## config.mk

```make
export PLATFORM = sky130hd
export DESIGN_NAME = dlxCore
export DESIGN_NICKNAME = d
export VERILOG_FILES = /design/src/design/dlxPkg.sv /design/src/design/regPortIf.sv /design/src/design/aluIf.sv /design/src/design/regFile.sv /design/src/design/aluUnit.sv /design/src/design/execControl.sv /design/src/design/dlxCore.sv
export VERILOG_INCLUDE_DIRS = /design/src /design/src/include
export SDC_FILE = /design/constraint.sdc
export NUM_CORES = 1
export LEC_CHECK = 0
export BUFFER_PORTS_ARGS = -buffer_cell sky130_fd_sc_hd__buf_2
export CAP_MARGIN = 20
export CORE_UTILIZATION = 35
export CTS_CLUSTER_DIAMETER = 150
export DETAILED_ROUTE_END_ITERATION = 6
export PLACE_DENSITY = 0.57
export REMOVE_ABC_BUFFERS = 1
export SETUP_SLACK_MARGIN = 0.02
export SYNTH_ARGS = -nofsm -noshare
export SYNTH_HDL_FRONTEND = slang
export SYNTH_SLANG_ARGS = --single-unit
```

## constraint.sdc

```tcl
create_clock -name Clk -period 11.74 [get_ports Clk]
set_input_delay 3.522 -clock Clk [delete_from_list [all_inputs] [get_ports Clk]]
set_output_delay 3.522 -clock Clk [all_outputs]
set_load 0.1 [all_outputs]
```

## src/include/dlxCore_defines.svh

```systemverilog
//**********************************************************
// fixed widths of the execution core, no module overrides them
// register count and address width must agree (8 regs, 3 bits)
//**********************************************************

`ifndef DLXCORE_DEFINES_SVH
`define DLXCORE_DEFINES_SVH

// width of one data word
`define DLX_DATA_WIDTH 32

// number of architectural registers, r0 included
`define DLX_REG_COUNT 8

// bits needed to name a register
`define DLX_REG_ADDR_WIDTH 3

// width of the immediate field of an instruction
`define DLX_IMM_WIDTH 16

`endif

```

## src/design/dlxPkg.sv

```systemverilog
//**********************************************************
// shared types of the core, widths come from the defines header
// opcode encodings are fixed, the driver of the core must match them
//**********************************************************

`include "dlxCore_defines.svh"

`default_nettype none

package dlxPkg;

        // data word and register number
        typedef logic [`DLX_DATA_WIDTH-1:0] word_t;
        typedef logic [`DLX_REG_ADDR_WIDTH-1:0] regAddr_t;

        // raw immediate field, sign handled by the controller
        typedef logic [`DLX_IMM_WIDTH-1:0] imm_t;

        //**********************************************************
        // decoded instruction opcodes
        //**********************************************************
        typedef enum logic [3:0] {
                opAdd  = 4'd0,
                opSub  = 4'd1,
                opAnd  = 4'd2,
                opOr   = 4'd3,
                opXor  = 4'd4,
                opSlt  = 4'd5,
                opSll  = 4'd6,
                opSrl  = 4'd7,
                opAddi = 4'd8,
                opLhi  = 4'd9
        } opcode_t;

        // alu function select, load-high rides on fnOr
        typedef enum logic [2:0] {
                fnAdd = 3'd0,
                fnSub = 3'd1,
                fnAnd = 3'd2,
                fnOr  = 3'd3,
                fnXor = 3'd4,
                fnSlt = 3'd5,
                fnSll = 3'd6,
                fnSrl = 3'd7
        } aluFunc_t;

        // three phases of one instruction
        typedef enum logic [1:0] {
                stIdle,
                stExec,
                stWrite
        } ctrlState_t;

endpackage

`default_nettype wire

```

## src/design/regPortIf.sv

```systemverilog
//**********************************************************
// read and write ports of the register file
// reads are combinational, one write per clock
//**********************************************************

`default_nettype none

interface regPortIf;

        // register numbers for the two reads
        dlxPkg::regAddr_t rdReg1;
        dlxPkg::regAddr_t rdReg2;

        // write port
        dlxPkg::regAddr_t wrtReg;
        dlxPkg::word_t    wrtData;
        logic             regWrite;

        // read data back to the controller
        dlxPkg::word_t    r1Out;
        dlxPkg::word_t    r2Out;

        // controller side
        modport ctrl (
                output rdReg1, rdReg2, wrtReg, wrtData, regWrite,
                input  r1Out, r2Out
        );

        // register file side
        modport store (
                input  rdReg1, rdReg2, wrtReg, wrtData, regWrite,
                output r1Out, r2Out
        );

endinterface

`default_nettype wire

```

## src/design/aluIf.sv

```systemverilog
//**********************************************************
// operands and result between controller and alu
// result and zero hold until the next start
//**********************************************************

`default_nettype none

interface aluIf;

        // operands and function, valid while start is high
        dlxPkg::word_t    opA;
        dlxPkg::word_t    opB;
        dlxPkg::aluFunc_t func;
        logic             start;

        // registered outputs of the alu
        dlxPkg::word_t    result;
        logic             zero;

        modport ctrl (
                output opA, opB, func, start,
                input  result, zero
        );

        modport unit (
                input  opA, opB, func, start,
                output result, zero
        );

endinterface

`default_nettype wire

```

## src/design/regFile.sv

```systemverilog
//**********************************************************
// eight registers, r0 has no storage and always reads zero
// reads in zero cycles, write lands at the rising edge
//**********************************************************

`include "dlxCore_defines.svh"

`default_nettype none

module regFile (
        input  logic      Clk,
        input  logic      reset,
        regPortIf.store   regs
);

        // only r1 to r7 are stored
        dlxPkg::word_t regArray [1:`DLX_REG_COUNT-1];

        //**********************************************************
        // write port
        //**********************************************************
        always_ff @(posedge Clk) begin
                if (reset) begin
                        for (int i = 1; i < `DLX_REG_COUNT; i++) begin
                                regArray[i] <= '0;
                        end
                end else if (regs.regWrite && (regs.wrtReg != '0)) begin
                        // writes to r0 fall through here and are lost
                        regArray[regs.wrtReg] <= regs.wrtData;
                end
        end

        //**********************************************************
        // read ports, selected by register number
        //**********************************************************
        always_comb begin
                regs.r1Out = '0;
                if (regs.rdReg1 != '0) begin
                        regs.r1Out = regArray[regs.rdReg1];
                end
        end

        always_comb begin
                regs.r2Out = '0;
                if (regs.rdReg2 != '0) begin
                        regs.r2Out = regArray[regs.rdReg2];
                end
        end

        // write strobe must be clean once out of reset
        assert property (@(posedge Clk) disable iff (reset)
                !$isunknown(regs.regWrite));

        // r0 stays zero even right after a write aimed at it
        assert property (@(posedge Clk) disable iff (reset)
                (regs.regWrite && regs.wrtReg == '0) |=>
                        ((regs.rdReg1 != '0 || regs.r1Out == '0) &&
                         (regs.rdReg2 != '0 || regs.r2Out == '0)));

endmodule

`default_nettype wire

```

## src/design/aluUnit.sv

```systemverilog
//**********************************************************
// one-cycle registered alu, result captured when start is high
// shifts use only the low bits of opB, slt compares signed
//**********************************************************

`include "dlxCore_defines.svh"

`default_nettype none

module aluUnit (
        input  logic  Clk,
        input  logic  reset,
        aluIf.unit    alu
);

        // shift amount bits, 5 for a 32-bit word
        localparam int ShamtWidth = $clog2(`DLX_DATA_WIDTH);

        dlxPkg::word_t         nextResult;
        logic [ShamtWidth-1:0] shamt;
        logic                  lessThan;

        assign shamt = alu.opB[ShamtWidth-1:0];

        // two's complement signed compare
        assign lessThan = ($signed(alu.opA) < $signed(alu.opB));

        //**********************************************************
        // function select
        //**********************************************************
        always_comb begin
                case (alu.func)
                        dlxPkg::fnAdd: nextResult = alu.opA + alu.opB;
                        dlxPkg::fnSub: nextResult = alu.opA - alu.opB;
                        dlxPkg::fnAnd: nextResult = alu.opA & alu.opB;
                        // also carries load-high, opA is zero then
                        dlxPkg::fnOr:  nextResult = alu.opA | alu.opB;
                        dlxPkg::fnXor: nextResult = alu.opA ^ alu.opB;
                        dlxPkg::fnSlt: begin
                                nextResult = {{(`DLX_DATA_WIDTH-1){1'b0}}, lessThan};
                        end
                        dlxPkg::fnSll: nextResult = alu.opA << shamt;
                        dlxPkg::fnSrl: nextResult = alu.opA >> shamt;
                        default:       nextResult = '0;
                endcase
        end

        //**********************************************************
        // result and zero flag registers
        //**********************************************************
        always_ff @(posedge Clk) begin
                if (reset) begin
                        alu.result <= '0;
                        alu.zero   <= 1'b1;
                end else if (alu.start) begin
                        alu.result <= nextResult;
                        // flag describes the value about to be written
                        alu.zero   <= (nextResult == '0);
                end
        end

        // function code must be a defined encoding when used
        assert property (@(posedge Clk) disable iff (reset)
                alu.start |-> alu.func inside {
                        dlxPkg::fnAdd, dlxPkg::fnSub, dlxPkg::fnAnd, dlxPkg::fnOr,
                        dlxPkg::fnXor, dlxPkg::fnSlt, dlxPkg::fnSll, dlxPkg::fnSrl});

endmodule

`default_nettype wire

```

## src/design/execControl.sv

```systemverilog
//**********************************************************
// instruction latch and three-phase control fsm
// one instruction in flight and instrValid ignored while busy
// done is a single-cycle pulse without back-pressure
//**********************************************************

`include "dlxCore_defines.svh"

`default_nettype none

module execControl (
        input  logic              Clk,
        input  logic              reset,
        input  logic              instrValid,
        input  dlxPkg::opcode_t   opcode,
        input  dlxPkg::regAddr_t  rd,
        input  dlxPkg::regAddr_t  rs1,
        input  dlxPkg::regAddr_t  rs2,
        input  dlxPkg::imm_t      imm,
        output logic              ready,
        output logic              done,
        regPortIf.ctrl            regs,
        aluIf.ctrl                alu
);

        dlxPkg::ctrlState_t state;
        dlxPkg::ctrlState_t nextState;
        logic               accept;

        // latched instruction fields
        dlxPkg::opcode_t    opcodeQ;
        dlxPkg::regAddr_t   rdQ;
        dlxPkg::regAddr_t   rs1Q;
        dlxPkg::regAddr_t   rs2Q;
        dlxPkg::imm_t       immQ;

        // immediate forms offered to opB
        dlxPkg::word_t      immSext;
        dlxPkg::word_t      immHigh;

        assign accept = instrValid && ready;

        //**********************************************************
        // state register and next state
        //**********************************************************
        always_ff @(posedge Clk) begin
                if (reset) begin
                        state <= dlxPkg::stIdle;
                end else begin
                        state <= nextState;
                end
        end

        always_comb begin
                nextState = state;
                case (state)
                        dlxPkg::stIdle:  if (accept) nextState = dlxPkg::stExec;
                        dlxPkg::stExec:  nextState = dlxPkg::stWrite;
                        dlxPkg::stWrite: nextState = dlxPkg::stIdle;
                        default:         nextState = dlxPkg::stIdle;
                endcase
        end

        // capture fields at the acceptance edge only
        always_ff @(posedge Clk) begin
                if (accept) begin
                        opcodeQ <= opcode;
                        rdQ     <= rd;
                        rs1Q    <= rs1;
                        rs2Q    <= rs2;
                        immQ    <= imm;
                end
        end

        //**********************************************************
        // opcode decode and operand select
        //**********************************************************
        assign immSext = {{(`DLX_DATA_WIDTH-`DLX_IMM_WIDTH){immQ[`DLX_IMM_WIDTH-1]}}, immQ};
        assign immHigh = {immQ, {(`DLX_DATA_WIDTH-`DLX_IMM_WIDTH){1'b0}}};

        always_comb begin
                alu.opA  = regs.r1Out;
                alu.opB  = regs.r2Out;
                alu.func = dlxPkg::fnAdd;
                case (opcodeQ)
                        dlxPkg::opAdd:  alu.func = dlxPkg::fnAdd;
                        dlxPkg::opSub:  alu.func = dlxPkg::fnSub;
                        dlxPkg::opAnd:  alu.func = dlxPkg::fnAnd;
                        dlxPkg::opOr:   alu.func = dlxPkg::fnOr;
                        dlxPkg::opXor:  alu.func = dlxPkg::fnXor;
                        dlxPkg::opSlt:  alu.func = dlxPkg::fnSlt;
                        dlxPkg::opSll:  alu.func = dlxPkg::fnSll;
                        dlxPkg::opSrl:  alu.func = dlxPkg::fnSrl;
                        dlxPkg::opAddi: alu.opB  = immSext;
                        dlxPkg::opLhi: begin
                                // zero | (imm << 16)
                                alu.opA  = '0;
                                alu.opB  = immHigh;
                                alu.func = dlxPkg::fnOr;
                        end
                        // undefined codes behave as add
                        default:        alu.func = dlxPkg::fnAdd;
                endcase
        end

        //**********************************************************
        // strobes to the register file and alu
        //**********************************************************
        assign regs.rdReg1   = rs1Q;
        assign regs.rdReg2   = rs2Q;
        assign regs.wrtReg   = rdQ;
        assign regs.wrtData  = alu.result;
        assign regs.regWrite = (state == dlxPkg::stWrite);

        assign alu.start = (state == dlxPkg::stExec);
        assign ready     = (state == dlxPkg::stIdle);
        assign done      = (state == dlxPkg::stWrite);

        // done is a pulse and is followed by ready
        assert property (@(posedge Clk) disable iff (reset)
                done |=> (!done && ready));

        // a register write only follows an alu start
        assert property (@(posedge Clk) disable iff (reset)
                regs.regWrite |-> $past(alu.start));

endmodule

`default_nettype wire

```

## src/design/dlxCore.sv

```systemverilog
//**********************************************************
// multi-cycle execution core, one decoded instruction at a time
// no fetch, memory, branches or hazard logic
//**********************************************************

`default_nettype none

module dlxCore (
        input  logic              Clk,
        input  logic              reset,
        input  logic              instrValid,
        input  dlxPkg::opcode_t   opcode,
        input  dlxPkg::regAddr_t  rd,
        input  dlxPkg::regAddr_t  rs1,
        input  dlxPkg::regAddr_t  rs2,
        input  dlxPkg::imm_t      imm,
        output logic              ready,
        output logic              done,
        output dlxPkg::word_t     result,
        output logic              zero
);

        // internal buses
        regPortIf regBus ();
        aluIf     aluBus ();

        //**********************************************************
        // datapath blocks
        //**********************************************************
        regFile regFile_i (
                .Clk   (Clk),
                .reset (reset),
                .regs  (regBus.store)
        );

        aluUnit aluUnit_i (
                .Clk   (Clk),
                .reset (reset),
                .alu   (aluBus.unit)
        );

        // sequencing of each instruction
        execControl execControl_i (
                .Clk        (Clk),
                .reset      (reset),
                .instrValid (instrValid),
                .opcode     (opcode),
                .rd         (rd),
                .rs1        (rs1),
                .rs2        (rs2),
                .imm        (imm),
                .ready      (ready),
                .done       (done),
                .regs       (regBus.ctrl),
                .alu        (aluBus.ctrl)
        );

        // reported values are the alu registers, valid while done
        assign result = aluBus.result;
        assign zero   = aluBus.zero;

endmodule

`default_nettype wire

```

==> results.cfg <==
[setup_path]
setup.worst_path.start_class = register
cp_cell_sequence = buf_4 > mux4_2 > mux2i_1 > o21a_1 > buf_4 > ha_1 > a21oi_1 > nor3b_1 > a211o_1 > a211oi_1 > nor4_1 > o31ai_1 > a21oi_1 > mux2i_1 > o32ai_1 > o211ai_1 > nor4_1 > nand2_1 > o21ai_1
critPathRequiredTime_ns = 12.25
crit_family = compound AO/OA/AOI/OAI gates
end_kind = register
crit_buf_inv = 2
critPathKind = reg2reg
path_max_fanout = 34
cp_slowest_cell = o32ai_1
worstPathArrival_ns = 7.95
cpPeakStageDelay_ns = 0.89

[power_and_ir_drop]
sw_frac_of_total = 0.434
powerDensity_mw_per_mm2 = 166
vdd_drop_max_mv = 0.139
power.switching_mw = 1.99
p_seq_frac = 0.305
fin_total_pwr_mw = 4.58
combPwrFrac = 0.432
power_leakage_nw = 10.3
p_int_mw = 2.59
p_clk_frac = 0.263

[floorplanning]
die_area_sq_mm = 0.0722
io_pins = 67
dieHeight_microns = 269
die_w_microns = 269
core_sq_mm = 0.0703
rows = 97
start_util = 0.354

[timing]
worst_pin_slew_ns = 1.20
fin_crit_ns = 7.44
setup_viol = 0
rsz0062_at_grt = false
worst_slack_ns = 4.30
drv_slew = 0
setup_tns_ns = 0
relSlewSlack = 0.193
fmax_mhz = 134
hold_viol = 0
final.setup_skew_ns = 0.0333
min_period_over_period = 0.633

[clock_tree]
cts_tree = done
cts_buffers = 37
holdBufCountCts = 0
clk_latency_ns = 0.59
cts-htree-levels = 2
postCtsResizedCells = 0
cts_buffer_depth = 3
clock-root-buffer = clkbuf_16
clkSlewWorstSetupHoldPaths_ns = 0.06
cts_num_sinks = 326
cts_setup_buffers = 0

[finish]
regArea_sq_mm = 0.00940
nNetsFinal = 2702
drive_gt1_frac = 0.154
fill_cells = 6900
final_common_cell = edfxtp_1
multi_input_area_sq_mm = 0.0145
fin_area_sq_mm = 0.0277
syn2layout_area_growth_pct = 11.0
final_cell_mix = edfxtp_1 (285), and2_1 (242), nor2_1 (189)

[logic_synthesis]
ys_async_sr_fraction = 0
synth_seq_area_share = 0.377
synth_edf_count = 285
ys_types = 96
ys.flop_type = edfxtp_1
yosys_warnings = 0
synth_cells = 2547
ys_ff_latch = 326
syn_avg_cell_area_sq_um = 9.78
netlist_area_sq_mm = 0.0249

[routing]
firstDrtPassIters = 7
wl_per_cell_microns = 32.7
dr.first_iter.drc_count = 3473
vias = 22928
drt_wl_total_mm = 116
via_per_inst = 6.48
drc = 0
ant_nets = 0

[placement]
port_buffers = 66
gp_congestion = 1.07
postPlaceCellArea_sq_mm = 0.0264
place_hpwl_mm = 86.1
pre_cts_ws_ns = 4.24

[global_routing]
busiest_layer = met2
gr-usage-all-layers = 0.316
met3_usage = 0.0570
use_met2 = 0.491
grt_overflow_total = 0
grt_pass1_vias = 21408
grtUsageMet1 = 0.434
grt_pass1_wl_mm = 163
antenna_found_initial = 4
grt_max_degree = 46

[status]
status = complete, no violations

[flow_run]
cap_violations = 0

[hold_path]
hold_class = reg2reg
## area by class of cell
type,count,share of cell area
sequential,326,0.340
timing repair buffer,147,0.0336
antenna,1,0.0000905
tap,940,0.0425
inverter,98,0.0133
multi-input combinational,1961,0.526
clock buffer,44,0.0348
clock inverter,23,0.0101
## worst paths after layout
check                           cells past startpoint                    startpoint                  to  slack [ns]
worst max register to register                     19                      register  aluUnit_i.alu.zero        4.30
worst min register to register                      1  execControl_i.regs.rdReg2[0]            register        0.52
worst max-delay path                               19                      register  aluUnit_i.alu.zero        4.30
worst min-delay path                                1  execControl_i.regs.rdReg2[0]            register        0.52
## cells by family (layout without fill, tap and decap cells)
logic type,Yosys count,after routing,synth area share
fa+ha+maj,99,99,0.0503
simple gates,882,882,0.181
flops,326,326,0.377
compound gates,707,707,0.195
xor+xnor,19,19,0.00668
other cells,1,33,0.000151
mux,222,222,0.140
buf+inv,291,312,0.0497
## power groups by stage
stage / logic, mW / registers (mW) / clock network (mW)
after floorplan: 1.10 / 1.48 / 0
after global placement: 1.90 / 1.42 / 0
after detailed placement: 1.89 / 1.42 / 0
after CTS: 1.90 / 1.40 / 1.22
after global routing: 2.04 / 1.41 / 1.26
final: 1.98 / 1.40 / 1.20
## sequential cells by signal (all words and copies together), names as in the netlist, named ones only
signal,cells
regFile_i.regArray,256
execControl_i.regs.wrtReg,3
execControl_i.regs.rdReg1,3
execControl_i.state,2
execControl_i.immQ,16
execControl_i.regs.rdReg2,3
aluUnit_i.alu.result,32
aluUnit_i.alu.zero,1
execControl_i.opcodeQ,4
## per-stage QoR
step                hold slack, ns   util  cells
detailed placement           0.502  0.376   3470
CTS                          0.526  0.393   3537
global route                 0.549  0.394   3539
floorplan                    0.478      -   2385
global placement             0.507  0.375   3467
finish                       0.524  0.394   3540
## metal layers
metal  vias to the layer above  share of wire
met4                         6          0.046
met3                       251          0.093
met5                         -        0.00041
met1                     11500           0.42
met2                      1474           0.44
li1                       9697              -
## synth_stat cells, drive strengths merged, types with 19 or more instances
cell type / n / area share
o21ai: 125 / 0.025
a21oi: 161 / 0.032
a31oi: 19 / 0.0048
o211ai: 19 / 0.0057
and2: 243 / 0.061
clkbuf: 108 / 0.016
nand3: 57 / 0.011
o31ai: 20 / 0.0066
nor3: 98 / 0.020
ha: 97 / 0.049
dfxtp: 41 / 0.033
o22ai: 42 / 0.011
nand2: 165 / 0.025
buf: 85 / 0.019
a22oi: 48 / 0.015
a221oi: 29 / 0.011
mux2i: 95 / 0.038
a211oi: 47 / 0.014
inv: 97 / 0.015
nand2b: 25 / 0.0063
o221ai: 27 / 0.0095
mux2: 29 / 0.013
mux4: 98 / 0.089
edfxtp: 285 / 0.34
nor2: 196 / 0.030
## worst reg2reg max path: cells and delay by family (launching register included)
family | cells | cell delay, ns
and+or+nand+nor | 4 | 1.01
adders and majority gates | 1 | 0.36
DFF | 1 | 0.77
buffers and inverters | 2 | 0.97
AOI/OAI and AO/OA | 9 | 3.11
muxes | 3 | 1.15
(Power assumes the default switching activity.)
